==> src/source/tlu_pkg.sv <==
// trigger logic unit shared types
`default_nettype none

package tlu_pkg;

    typedef logic [31:0] timestamp_t;     // free-running cycle count
    typedef logic [31:0] trigger_count_t; // internal trigger number
    typedef logic [31:0] data_word_t;     // one word per trigger
    typedef logic [7:0]  cycle_count_t;   // config counts and high-time counter
    typedef logic [1:0]  trigger_mode_t;
    typedef logic [1:0]  data_format_t;

    // trigger modes
    localparam trigger_mode_t MODE_EXTERNAL_A    = 2'd0;
    localparam trigger_mode_t MODE_EXTERNAL_B    = 2'd1;
    localparam trigger_mode_t MODE_TLU_HANDSHAKE = 2'd2;
    localparam trigger_mode_t MODE_TLU_NUMBER    = 2'd3; // runs as handshake

    // word formats, format 3 falls back to counter
    localparam data_format_t FORMAT_COUNTER   = 2'd0;
    localparam data_format_t FORMAT_TIMESTAMP = 2'd1;
    localparam data_format_t FORMAT_COMBINED  = 2'd2;

    // combined format field widths
    localparam int COMBINED_TIMESTAMP_BITS = 15;
    localparam int COMBINED_COUNT_BITS     = 16;

    // top bit of every written word
    localparam int WORD_MARKER_BIT = 31;

    // high-time counter saturation
    localparam cycle_count_t HIGH_COUNT_MAX = 8'd255;

    // acceptance and handshake sequence
    typedef enum logic [2:0] {
        IDLE,
        SEND_COMMAND,      // external trigger, no wait for low
        WAIT_TRIGGER_LOW,  // TLU handshake, trigger held by TLU
        LATCH_DATA,
        WAIT_ACKNOWLEDGE
    } handshake_state_e;

endpackage

`default_nettype wire
==> src/source/tlu_controller.sv <==
// trigger logic unit controller top
`timescale 1ns/100ps
`default_nettype none

module tlu_controller
    import tlu_pkg::*;
(
    input  logic           TRIGGER_CLK,
    input  logic           RESET,
    input  logic           trigger,
    input  logic           trigger_veto,
    input  logic           trigger_enable,
    input  logic           trigger_acknowledge,
    input  logic           fifo_acknowledge,
    input  logic           timestamp_reset_flag,
    input  logic           tlu_reset_flag,
    input  logic           tlu_enable_veto,
    input  logic           trigger_counter_set,
    input  trigger_count_t trigger_counter_set_value,
    input  trigger_mode_t  trigger_mode,
    input  data_format_t   conf_data_format,
    input  cycle_count_t   trigger_threshold,
    input  cycle_count_t   tlu_accept_wait_cycles,
    input  cycle_count_t   tlu_low_time_out,
    output data_word_t     trigger_data,
    output timestamp_t     timestamp,
    output logic           trigger_data_write,
    output logic           trigger_accepted_flag,
    output logic           fifo_preempt_req,
    output logic           tlu_busy,
    output logic           tlu_assert_veto,
    output logic           tlu_low_timeout_error_flag
);

    logic trigger_rise;
    logic trigger_qualified;
    logic idle;
    logic timestamp_latch;

    trigger_input_filter u_filter (
        .TRIGGER_CLK            (TRIGGER_CLK),
        .RESET                  (RESET),
        .trigger                (trigger),
        .trigger_enable         (trigger_enable),
        .idle                   (idle),
        .trigger_mode           (trigger_mode),
        .trigger_threshold      (trigger_threshold),
        .tlu_accept_wait_cycles (tlu_accept_wait_cycles),
        .trigger_rise           (trigger_rise),
        .trigger_qualified      (trigger_qualified)
    );

    trigger_handshake_fsm u_fsm (
        .TRIGGER_CLK                (TRIGGER_CLK),
        .RESET                      (RESET),
        .trigger                    (trigger),
        .trigger_enable             (trigger_enable),
        .trigger_veto               (trigger_veto),
        .trigger_acknowledge        (trigger_acknowledge),
        .fifo_acknowledge           (fifo_acknowledge),
        .trigger_rise               (trigger_rise),
        .trigger_qualified          (trigger_qualified),
        .tlu_enable_veto            (tlu_enable_veto),
        .trigger_mode               (trigger_mode),
        .tlu_low_time_out           (tlu_low_time_out),
        .idle                       (idle),
        .timestamp_latch            (timestamp_latch),
        .trigger_accepted_flag      (trigger_accepted_flag),
        .trigger_data_write         (trigger_data_write),
        .fifo_preempt_req           (fifo_preempt_req),
        .tlu_busy                   (tlu_busy),
        .tlu_assert_veto            (tlu_assert_veto),
        .tlu_low_timeout_error_flag (tlu_low_timeout_error_flag)
    );

    event_word_builder u_word (
        .TRIGGER_CLK               (TRIGGER_CLK),
        .RESET                     (RESET),
        .timestamp_latch           (timestamp_latch),
        .trigger_accepted_flag     (trigger_accepted_flag),
        .timestamp_reset_flag      (timestamp_reset_flag),
        .tlu_reset_flag            (tlu_reset_flag),
        .trigger_counter_set       (trigger_counter_set),
        .trigger_counter_set_value (trigger_counter_set_value),
        .trigger_mode              (trigger_mode),
        .conf_data_format          (conf_data_format),
        .timestamp                 (timestamp),
        .trigger_data              (trigger_data)
    );

endmodule

`default_nettype wire

==> src/source/event_word_builder.sv <==
// timestamp, trigger counter and data word
`timescale 1ns/100ps
`default_nettype none

module event_word_builder
    import tlu_pkg::*;
(
    input  logic           TRIGGER_CLK,
    input  logic           RESET,
    input  logic           timestamp_latch,
    input  logic           trigger_accepted_flag,
    input  logic           timestamp_reset_flag,
    input  logic           tlu_reset_flag,
    input  logic           trigger_counter_set,
    input  trigger_count_t trigger_counter_set_value,
    input  trigger_mode_t  trigger_mode,
    input  data_format_t   conf_data_format,
    output timestamp_t     timestamp,
    output data_word_t     trigger_data
);

    trigger_count_t trigger_counter;
    timestamp_t     captured_timestamp;
    trigger_count_t captured_count;
    logic           word_marker; // set once a trigger has been taken
    logic           tlu_mode;
    data_word_t     word;

    assign tlu_mode = (trigger_mode == MODE_TLU_HANDSHAKE) ||
                      (trigger_mode == MODE_TLU_NUMBER);

    always_ff @(posedge TRIGGER_CLK)
    begin
        if (RESET || timestamp_reset_flag || (tlu_reset_flag && tlu_mode))
            timestamp <= '0;
        else
            timestamp <= timestamp + 32'd1;
    end

    // preset wins over increment
    always_ff @(posedge TRIGGER_CLK)
    begin
        if (RESET)
            trigger_counter <= '0;
        else if (trigger_counter_set)
            trigger_counter <= trigger_counter_set_value;
        else if (trigger_accepted_flag)
            trigger_counter <= trigger_counter + 32'd1;
    end

    always_ff @(posedge TRIGGER_CLK)
    begin
        if (RESET)
        begin
            captured_timestamp <= '0;
            captured_count     <= '0;
            word_marker        <= 1'b0;
        end
        else
        begin
            if (timestamp_latch)
                captured_timestamp <= timestamp;
            if (trigger_accepted_flag)
            begin
                captured_count <= trigger_counter; // value before increment
                word_marker    <= 1'b1;
            end
        end
    end

    always_comb
    begin
        word = '0;
        case (conf_data_format)
            FORMAT_TIMESTAMP:
                word[WORD_MARKER_BIT-1:0] = captured_timestamp[WORD_MARKER_BIT-1:0];
            FORMAT_COMBINED:
                word[WORD_MARKER_BIT-1:0] = {captured_timestamp[COMBINED_TIMESTAMP_BITS-1:0],
                                             captured_count[COMBINED_COUNT_BITS-1:0]};
            default:
                word[WORD_MARKER_BIT-1:0] = captured_count[WORD_MARKER_BIT-1:0];
        endcase
        word[WORD_MARKER_BIT] = word_marker;
    end

    assign trigger_data = word;

endmodule

`default_nettype wire

==> src/source/trigger_handshake_fsm.sv <==
// trigger acceptance and handshake FSM
`timescale 1ns/100ps
`default_nettype none

module trigger_handshake_fsm
    import tlu_pkg::*;
(
    input  logic          TRIGGER_CLK,
    input  logic          RESET,
    input  logic          trigger,
    input  logic          trigger_enable,
    input  logic          trigger_veto,
    input  logic          trigger_acknowledge,
    input  logic          fifo_acknowledge,
    input  logic          trigger_rise,
    input  logic          trigger_qualified,
    input  logic          tlu_enable_veto,
    input  trigger_mode_t trigger_mode,
    input  cycle_count_t  tlu_low_time_out,
    output logic          idle,
    output logic          timestamp_latch,
    output logic          trigger_accepted_flag,
    output logic          trigger_data_write,
    output logic          fifo_preempt_req,
    output logic          tlu_busy,
    output logic          tlu_assert_veto,
    output logic          tlu_low_timeout_error_flag
);

    handshake_state_e state;
    handshake_state_e next_state;

    logic         external_mode;
    logic         tlu_mode;
    logic         acknowledge_pending; // either ack input still high
    logic         trigger_acked;
    logic         fifo_acked;
    cycle_count_t low_count;
    logic         low_timeout_error;
    logic         low_timeout_error_next;

    assign external_mode = (trigger_mode == MODE_EXTERNAL_A) ||
                           (trigger_mode == MODE_EXTERNAL_B);
    assign tlu_mode      = (trigger_mode == MODE_TLU_HANDSHAKE) ||
                           (trigger_mode == MODE_TLU_NUMBER);

    assign acknowledge_pending = trigger_acknowledge | fifo_acknowledge;

    assign idle            = (state == IDLE);
    assign timestamp_latch = idle & trigger_rise; // stamp closest to the edge

    always_ff @(posedge TRIGGER_CLK)
    begin
        if (RESET)
            state <= IDLE;
        else
            state <= next_state;
    end

    always_comb
    begin
        next_state = state;
        case (state)
            IDLE:
            begin
                if (!acknowledge_pending && trigger_enable && trigger_qualified)
                begin
                    if (external_mode && !trigger_veto)
                        next_state = SEND_COMMAND;
                    else if (tlu_mode)
                        next_state = WAIT_TRIGGER_LOW; // TLU owns its own veto
                end
            end
            SEND_COMMAND:
            begin
                next_state = LATCH_DATA;
            end
            WAIT_TRIGGER_LOW:
            begin
                if (!trigger || low_timeout_error)
                    next_state = LATCH_DATA;
            end
            LATCH_DATA:
            begin
                next_state = WAIT_ACKNOWLEDGE;
            end
            WAIT_ACKNOWLEDGE:
            begin
                if (trigger_acked && fifo_acked)
                    next_state = IDLE;
            end
            default:
            begin
                next_state = IDLE;
            end
        endcase
    end

    // trigger stuck high in handshake
    assign low_timeout_error_next = (next_state == WAIT_TRIGGER_LOW) &&
                                    (tlu_low_time_out != '0) &&
                                    (low_count >= tlu_low_time_out);

    always_ff @(posedge TRIGGER_CLK)
    begin
        if (RESET)
        begin
            low_count                  <= '0;
            low_timeout_error          <= 1'b0;
            tlu_low_timeout_error_flag <= 1'b0;
        end
        else
        begin
            if (next_state != WAIT_TRIGGER_LOW)
                low_count <= '0;
            else if (low_count != '1)
                low_count <= low_count + 8'd1;
            low_timeout_error          <= low_timeout_error_next;
            tlu_low_timeout_error_flag <= low_timeout_error_next & ~low_timeout_error;
        end
    end

    // acknowledges may come in any order, any time after acceptance
    always_ff @(posedge TRIGGER_CLK)
    begin
        if (RESET)
        begin
            trigger_acked <= 1'b0;
            fifo_acked    <= 1'b0;
        end
        else if (next_state == IDLE)
        begin
            trigger_acked <= 1'b0;
            fifo_acked    <= 1'b0;
        end
        else
        begin
            if (trigger_acknowledge)
                trigger_acked <= 1'b1;
            if (fifo_acknowledge)
                fifo_acked <= 1'b1;
        end
    end

    // outputs follow the next state
    always_ff @(posedge TRIGGER_CLK)
    begin
        if (RESET)
        begin
            trigger_accepted_flag <= 1'b0;
            trigger_data_write    <= 1'b0;
            fifo_preempt_req      <= 1'b0;
            tlu_busy              <= 1'b0;
            tlu_assert_veto       <= 1'b0;
        end
        else
        begin
            trigger_accepted_flag <= (state == IDLE) && (next_state != IDLE);
            trigger_data_write    <= (next_state == LATCH_DATA);
            fifo_preempt_req      <= (next_state != IDLE);
            tlu_busy              <= (next_state != IDLE);
            // only outside a running handshake
            tlu_assert_veto       <= (next_state == IDLE) && tlu_enable_veto && tlu_mode &&
                                     (!trigger_enable || trigger_veto);
        end
    end

endmodule

`default_nettype wire

==> src/source/trigger_input_filter.sv <==
// trigger edge and glitch filter
`timescale 1ns/100ps
`default_nettype none

module trigger_input_filter
    import tlu_pkg::*;
(
    input  logic          TRIGGER_CLK,
    input  logic          RESET,
    input  logic          trigger,
    input  logic          trigger_enable,
    input  logic          idle,
    input  trigger_mode_t trigger_mode,
    input  cycle_count_t  trigger_threshold,
    input  cycle_count_t  tlu_accept_wait_cycles,
    output logic          trigger_rise,
    output logic          trigger_qualified
);

    logic         trigger_ff;
    logic         enable_ff;
    logic         enable_rise;
    logic         external_mode;
    logic         counting;
    cycle_count_t high_count;
    logic         threshold_reached;   // external mode, long enough pulse
    logic         accept_wait_reached; // TLU mode, long enough pulse

    always_ff @(posedge TRIGGER_CLK)
    begin
        if (RESET)
        begin
            trigger_ff <= 1'b0;
            enable_ff  <= 1'b0;
        end
        else
        begin
            trigger_ff <= trigger;
            enable_ff  <= trigger_enable;
        end
    end

    assign trigger_rise  = trigger & ~trigger_ff;
    assign enable_rise   = trigger_enable & ~enable_ff;
    assign external_mode = (trigger_mode == MODE_EXTERNAL_A) ||
                           (trigger_mode == MODE_EXTERNAL_B);
    assign counting      = idle & trigger_enable;

    // consecutive high cycles, started only by a rising edge
    always_ff @(posedge TRIGGER_CLK)
    begin
        if (RESET)
            high_count <= '0;
        else if (!counting)
            high_count <= '0;
        else if (high_count == '0)
            high_count <= trigger_rise ? 8'd1 : 8'd0;
        else if (!trigger)
            high_count <= '0; // glitch ended early
        else if (high_count != HIGH_COUNT_MAX)
            high_count <= high_count + 8'd1;
    end

    always_ff @(posedge TRIGGER_CLK)
    begin
        if (RESET)
        begin
            threshold_reached   <= 1'b0;
            accept_wait_reached <= 1'b0;
        end
        else
        begin
            threshold_reached   <= counting && (trigger_threshold != '0) &&
                                   (high_count >= trigger_threshold);
            accept_wait_reached <= counting && (tlu_accept_wait_cycles != '0) &&
                                   (high_count >= tlu_accept_wait_cycles);
        end
    end

    // acceptance condition for the current mode
    always_comb
    begin
        if (external_mode)
        begin
            if (trigger_threshold == '0)
                trigger_qualified = trigger_rise;
            else
                trigger_qualified = threshold_reached;
        end
        else if (tlu_accept_wait_cycles == '0)
        begin
            // TLU may already hold trigger high when we get enabled
            trigger_qualified = trigger_rise | (trigger & enable_rise);
        end
        else
        begin
            trigger_qualified = accept_wait_reached;
        end
    end

endmodule

`default_nettype wire

==> config.mk <==
export PLATFORM = sky130hd
export DESIGN_NAME = tlu_controller
export DESIGN_NICKNAME = d
export VERILOG_FILES = /design/src/source/tlu_pkg.sv /design/src/source/tlu_controller.sv /design/src/source/event_word_builder.sv /design/src/source/trigger_handshake_fsm.sv /design/src/source/trigger_input_filter.sv
export SDC_FILE = /design/constraint.sdc
export NUM_CORES = 1
export LEC_CHECK = 0
export BUFFER_PORTS_ARGS = -buffer_cell sky130_fd_sc_hd__buf_4
export CAP_MARGIN = 5
export CORE_ASPECT_RATIO = 1.5
export CORE_MARGIN = 2
export CORE_UTILIZATION = 54
export CTS_CLUSTER_SIZE = 14
export DETAILED_ROUTE_END_ITERATION = 8
export GPL_ROUTABILITY_DRIVEN = 0
export HOLD_SLACK_MARGIN = 0.15
export PLACE_DENSITY_LB_ADDON = 0.08
export RECOVER_POWER = 50
export SYNTH_ARGS = -nofsm -noshare
export SYNTH_HDL_FRONTEND = slang
export SYNTH_SLANG_ARGS = --single-unit
export TNS_END_PERCENT = 5
==> constraint.sdc <==
create_clock -name TRIGGER_CLK -period 4.32 [get_ports TRIGGER_CLK]
set_input_delay 0.216 -clock TRIGGER_CLK [delete_from_list [all_inputs] [get_ports TRIGGER_CLK]]
set_output_delay 0.216 -clock TRIGGER_CLK [all_outputs]
set_load 0.01 [all_outputs]
==> impl_metrics.env, run 1 <==
export IMPL_pre_cts_slack_ps=1780
export IMPL_crit_fanout=103
export IMPL_drtPass1Iterations=7
export IMPL_diodes=0
export IMPL_initial_utilization=0.555
export IMPL_fillers=1266
export IMPL_first_global_vias=6649
export IMPL_wl_um=20400
export IMPL_die_h_um=151
export IMPL_critical_path_endpoint_type="flip-flop"
export IMPL_via_per_inst=5.53
export IMPL_cp_required_ps=4630
export IMPL_synth_cell_type_count=62
export IMPL_clock_root_buffer="clkbuf_16"
export IMPL_p_leak_nw=3.56
export IMPL_ant_nets=0
export IMPL_synthTopCellsByArea="dfxtp_1, nor2_1, nand2_1, ha_1, mux2i_1"
export IMPL_h_tree_depth=4
export IMPL_busiest_layer="met2"
export IMPL_combPwrFrac=0.070
export IMPL_placed_cells=1220
export IMPL_grt_util_met2=0.481
export IMPL_vdd_drop_max_uv=243
export IMPL_status="finished with violations"
export IMPL_slew_viol_final=136
export IMPL_cp_arrival_ps=3280
export IMPL_grt_pass1_wl_um=32800
export IMPL_p_clk_frac=0.468
export IMPL_core_area_um2=14100
export IMPL_vias=7105
export IMPL_io_buffer_count=138
export IMPL_fin_hold_ws_ps=166
export IMPL_grtUsageMet1=0.310
export IMPL_drtIter0Drc=371
export IMPL_setup_violations=0
export IMPL_synth_area_um2=7800
export IMPL_timing_setup_critical_path_class="in2reg"
export IMPL_synth_ff_type="dfxtp_1"
export IMPL_grtUsageTotal=0.270
export IMPL_yosys_area_top_type="dfxtp_1"
export IMPL_hpwl_um=14500
export IMPL_drive_gt1_frac=0.127
export IMPL_hold_path_class="in2reg"
export IMPL_clkSinkCount=157
export IMPL_hold_viol=0
export IMPL_fin_area_um2=9630
export IMPL_power_density_nw_per_um2=337
export IMPL_period_needed_ps=2970
export IMPL_maxClockFrequency_mhz=337
export IMPL_grt_use_met3=0.0586
export IMPL_dieWidth_um=102
export IMPL_yosys_area_top_type_share=0.403
export IMPL_cts_setup_buffers=0
export IMPL_cts_resized_gates=0
export IMPL_yosys_warnings=0
export IMPL_nets=1181
export IMPL_syn_to_final_growth_pct=23.4
export IMPL_syn_avg_cell_area_um2=8.34
export IMPL_clockBufferDepth=2
export IMPL_routedWlPerCell_um=15.9
export IMPL_fp_dieArea_um2=15400
export IMPL_cp_start_kind="input pin"
export IMPL_seq_power_share=0.463
export IMPL_netSwitchingFraction=0.238
export IMPL_syn_inst=935
export IMPL_cts_buffers=17
export IMPL_synth_seq_cells=157
export IMPL_rsz0062_at_grt="no"
export IMPL_violations="max-capacitance violations, max-slew violations"
export IMPL_async_reset_ff_frac=0
export IMPL_maxCapViolCount=2
export IMPL_relSlewSlack=-0.414
export IMPL_setup_ws_ps=1350
export IMPL_io_pins=141
export IMPL_rows=53
export IMPL_holdBufCountCts=32
export IMPL_p_switching_uw=772
export IMPL_clkTransAtPathRegs_ps=60
export IMPL_syn_nets=1037
export IMPL_fin_setup_tns_ps=0
export IMPL_cts_tree="built"
export IMPL_worst_pin_slew_ps=2120
export IMPL_synth_edf_count=0
export IMPL_overflow=0
export IMPL_finalClockSkew_ps=8.02
export IMPL_drc=0
export IMPL_fin_crit_sh=0.687
export IMPL_grt_max_degree=104
export IMPL_p_int_mw=2.48
export IMPL_seq_area_frac_synth=0.403
export IMPL_fin_cells=1284
export IMPL_clk_latency_ps=420
export IMPL_antenna_found_initial=0
export IMPL_dpl_instance_area_um2=8900
-- through the flow --
stage / power, mW / utilization
3_5_place_dp: 1.74 / 0.633
3_3_place_gp: 1.74 / 0.633
2_1_floorplan: 1.65 / -
4_1_cts: 3.27 / 0.699
6_report: 3.25 / 0.685
5_1_grt: 3.35 / 0.685
-- layout by cell type, fill, tap and decap left out, types with 4 or more instances in the layout --
cell type	n
o211ai_1	4
nor2_1	118
inv_1	37
and3_1	11
dfxtp_1	157
or3_1	9
a211oi_1	20
a22o_1	16
nand3_1	35
nor3b_1	6
buf_4	89
a21oi_1	54
ha_1	31
a31oi_1	5
a2111oi_0	4
clkbuf_1	50
nand2_1	115
clkbuf_16	17
o21ai_0	29
a21o_1	4
a22oi_1	16
nand4_1	23
dlygate4sd3_1	32
mux2i_1	36
nand2b_1	8
xor2_1	23
and4_1	7
xnor2_1	30
nor4_1	21
nor3_1	17
o21a_1	8
-- kinds of logic after synthesis --
| group | Yosys count | share of synthesized area |
|---|---|---|
| and+or+nand+nor | 399 | 0.251 |
| buffers and inverters | 85 | 0.0424 |
| AOI/OAI and AO/OA | 174 | 0.148 |
| muxes | 36 | 0.0462 |
| DFF | 157 | 0.403 |
| adders and majority gates | 31 | 0.0497 |
| xor gates and xnor gates | 53 | 0.0595 |
-- cell type report --
class	instances	area [um2]	area share
inverters	38	143	0.0148
clock inverters	12	136	0.0142
multi-input cells	693	4320	0.448
well taps	192	240	0.0250
flip-flops and latches	157	3140	0.327
clock buffers	20	467	0.0485
repair buffers	172	1180	0.123
-- sequential cells by signal, summed over array words and instances, names as in the netlist --
register	cells
u_filter.accept_wait_reached	1
u_filter.enable_ff	1
u_filter.high_count	8
u_filter.threshold_reached	1
u_filter.trigger_ff	1
u_fsm.fifo_acked	1
u_fsm.fifo_preempt_req	1
u_fsm.low_count	8
u_fsm.low_timeout_error	1
u_fsm.state	3
u_fsm.tlu_assert_veto	1
u_fsm.tlu_low_timeout_error_flag	1
u_fsm.trigger_accepted_flag	1
u_fsm.trigger_acked	1
u_fsm.trigger_data_write	1
u_word.captured_count	31
u_word.captured_timestamp	31
u_word.timestamp	32
u_word.trigger_counter	31
u_word.word_marker	1
-- cell usage after synthesis (all sizes together), types with 3 or more instances --
cell,instances
dfxtp,157
nor2,120
nand2,115
a21oi,54
inv,38
mux2i,36
nand3,36
clkbuf,32
ha,31
xnor2,30
o21ai,29
nand4,26
nor4,24
xor2,23
a211oi,20
nor3,18
a22o,16
a22oi,16
buf,15
and3,11
or3,9
and4,8
nand2b,8
o21a,8
nor3b,7
a31oi,5
or2,5
a2111oi,4
a21o,4
o211ai,4
nor4b,3
or4,3
-- worst paths after layout --
| path | from | endpoint | slack [ps] | cells past startpoint |
|---|---|---|---|---|
| setup / recovery | RESET | u_word.trigger_counter[26] | 1350 | 6 |
| hold / removal | trigger_counter_set_value[30] | u_word.trigger_counter[30] | 170 | 5 |
| setup reg to reg | u_fsm.trigger_accepted_flag | u_word.trigger_counter[29] | 1460 | 5 |
| hold reg to reg | u_fsm.low_timeout_error | u_fsm.tlu_low_timeout_error_flag | 420 | 1 |
-- power groups by stage --
stage / Sequential (mW) / Combinational (mW) / Clock (mW)
global placement: 1.53 / 0.201 / 0
global route: 1.51 / 0.251 / 1.60
finish: 1.50 / 0.226 / 1.52
CTS: 1.50 / 0.228 / 1.54
floorplan: 1.52 / 0.122 / 0
detailed placement: 1.53 / 0.203 / 0
-- routing by layer --
layer | wire (um) | up-vias
met5 | 0 | -
met4 | 656 | 0
met3 | 915 | 39
met2 | 10500 | 158
met1 | 8360 | 3312
li1 | - | 3596
-- critical path, cell delays in order --
cell and delay, ps:
clkbuf_2 1440, inv_1 630, and3_1 470, nand3_1 100, o21ai_0 80, a311o_1 340
Note: power is estimated with default switching activity, not from simulation.
==> run 2: changes to the inputs <==
- CORE_UTILIZATION: 54 -> 51
- clock period: 4.32 -> 2.7 ns (I/O delays scaled with it)
==> run 2 against run 1 <==
Net effect: the run still ends with max-capacitance violations, max-slew violations left; hold slack improved by 1.2 ps; sequential share of layout area decreased by 0.59 points; first-iteration DRC count decreased by 13%; sequential power increased by 60%; combinational power increased by 68%; final area increased by 1.8%; die area increased by 5.7%; worst setup slack got worse by 970 ps; critical endpoint is now u_fsm.low_count[6]; highest routed layer unchanged.
==> impl_metrics.env, run 2 (synthesis results as in run 1) <==
export IMPL_status="finished with violations"
export IMPL_violations="max-capacitance violations, max-slew violations"
export IMPL_largest_reg_flops=32
export IMPL_cp_arrival_ps=2610
export IMPL_drtIter0Drc=321
export IMPL_most_common_layout_cells="dfxtp_1, nor2_1, nand2_1"
export IMPL_antenna_found_initial=0
export IMPL_rsz0062_at_grt="no"
export IMPL_fillers=1397
export IMPL_r2r_start="u_fsm.state[1]"
export IMPL_cts_tree="built"
export IMPL_critical_path_endpoint_type="flip-flop"
export IMPL_setup_violations=0
export IMPL_hpwl_um=14700
export IMPL_crit_top_cell="nor3_1"
export IMPL_clk_latency_ps=420
export IMPL_rr_endpoint="u_filter.accept_wait_reached"
export IMPL_first_global_vias=6770
export IMPL_power_density_nw_per_um2=546
export IMPL_fin_crit_sh=0.859
export IMPL_h_tree_depth=4
export IMPL_period_needed_ps=2320
export IMPL_io_buffer_count=138
export IMPL_syn_to_final_growth_pct=25.7
export IMPL_slew_viol_final=33
export IMPL_cpPeakStageDelay_ps=900
export IMPL_fin_cells=1309
export IMPL_cts_buffers=17
export IMPL_grt_pass1_wl_um=33200
export IMPL_grtUsageTotal=0.251
export IMPL_finalClockSkew_ps=8.41
export IMPL_total_power_mw=5.35
export IMPL_overflow=0
export IMPL_top_register="u_word.timestamp"
export IMPL_relSlewSlack=-0.0612
export IMPL_routedWlPerCell_um=15.8
export IMPL_fin_hold_ws_ps=167
export IMPL_crit_fanout=52
export IMPL_hold_viol=0
export IMPL_diodes=0
export IMPL_fin_setup_tns_ps=0
export IMPL_vias=7156
export IMPL_wl_um=20700
export IMPL_placed_cells=1236
export IMPL_maxCapViolCount=1
export IMPL_rrSetupSlack_ps=520
export IMPL_drc=0
export IMPL_min_to="u_fsm.tlu_assert_veto"
export IMPL_grt_max_degree=53
export IMPL_clkTransAtPathRegs_ps=70
export IMPL_hold_path_depth=3
export IMPL_vdd_drop_max_uv=364
export IMPL_reg2reg_depth=7
export IMPL_setup_ws_ps=379
export IMPL_cp_slowest_cell="clkbuf_2"
export IMPL_clock_root_buffer="clkbuf_16"
export IMPL_crit_path_cell_trace="dlygate4sd3_1 -> clkbuf_1 -> clkbuf_2 -> nor3_1 -> o211ai_2 -> nor3_1"
export IMPL_worstHoldStart="trigger_veto"
export IMPL_dpl_instance_area_um2=8980
export IMPL_fp_dieArea_um2=16300
export IMPL_maxClockFrequency_mhz=431
export IMPL_fin_area_um2=9800
export IMPL_clkSinkCount=157
export IMPL_drtPass1Iterations=5
export IMPL_nets=1199
export IMPL_via_per_inst=5.47
export IMPL_hold_path_class="in2reg"
export IMPL_pre_cts_slack_ps=657
export IMPL_initial_utilization=0.520
export IMPL_cp_start_kind="input pin"
export IMPL_core_area_um2=15000
export IMPL_final_common_cell="dfxtp_1"
export IMPL_clockBufferDepth=2
export IMPL_worst_pin_slew_ps=1590
export IMPL_die_h_um=155
export IMPL_cp_required_ps=2990
export IMPL_p_leak_nw=3.63
export IMPL_timing_setup_critical_path_class="in2reg"
export IMPL_utilization=0.653
export IMPL_dieWidth_um=105
export IMPL_rows=55
export IMPL_drive_gt1_frac=0.128
export IMPL_ant_nets=0
export IMPL_io_pins=141
==> run 2: where the power goes <==
group / total [mW] / switching (mW) / internal, mW
registers: 2.40 / 0.0515 / 2.35
logic: 0.379 / 0.200 / 0.180
clock network: 2.56 / 0.979 / 1.59
==> run 2: worst max-delay path by stage <==
stage / start / endpoint / slack, ps / cells after the start
finish: RESET / u_fsm.low_count[6] / 380 / 6
global route: RESET / u_fsm.low_count[6] / 250 / 6
CTS: u_fsm.state[1] / u_filter.accept_wait_reached / 590 / 7
detailed placement: tlu_accept_wait_cycles[0] / u_fsm.low_count[6] / 660 / 6
global placement: tlu_accept_wait_cycles[0] / u_fsm.low_count[4] / 700 / 6
floorplan: u_fsm.low_count[0] / u_fsm.tlu_low_timeout_error_flag / 970 / 7
==> run 2: critical path: cells and delay by family <==
kind / cells / cell delay, ps
buffers and inverters: 3 / 1740
AND/OR/NAND/NOR: 2 / 290
AO/OA/AOI/OAI: 1 / 430
==> run 2: repair_timing <==
action                    CTS  global route
hold endpoints to repair   40             0
buffers inserted            0             0
gates resized for setup     0             0
hold buffers               41             0
==> run 2: area by class of cell <==
cell class	instances	area (um2)	area share
Multi-Input combinational cell	693	4330	0.441
Timing Repair Buffer	190	1310	0.134
Clock inverter	12	185	0.0189
Sequential cell	157	3140	0.321
Inverter	38	143	0.0146
Clock buffer	20	447	0.0456
Tap cell	199	249	0.0254
==> run 2: routing by layer <==
metal	vias up	track usage	wire, um
met5	-	0	0
met4	0	0.111	737
met3	40	0.0536	992
met2	190	0.448	10400
met1	3290	0.288	8580
li1	3636	-	-
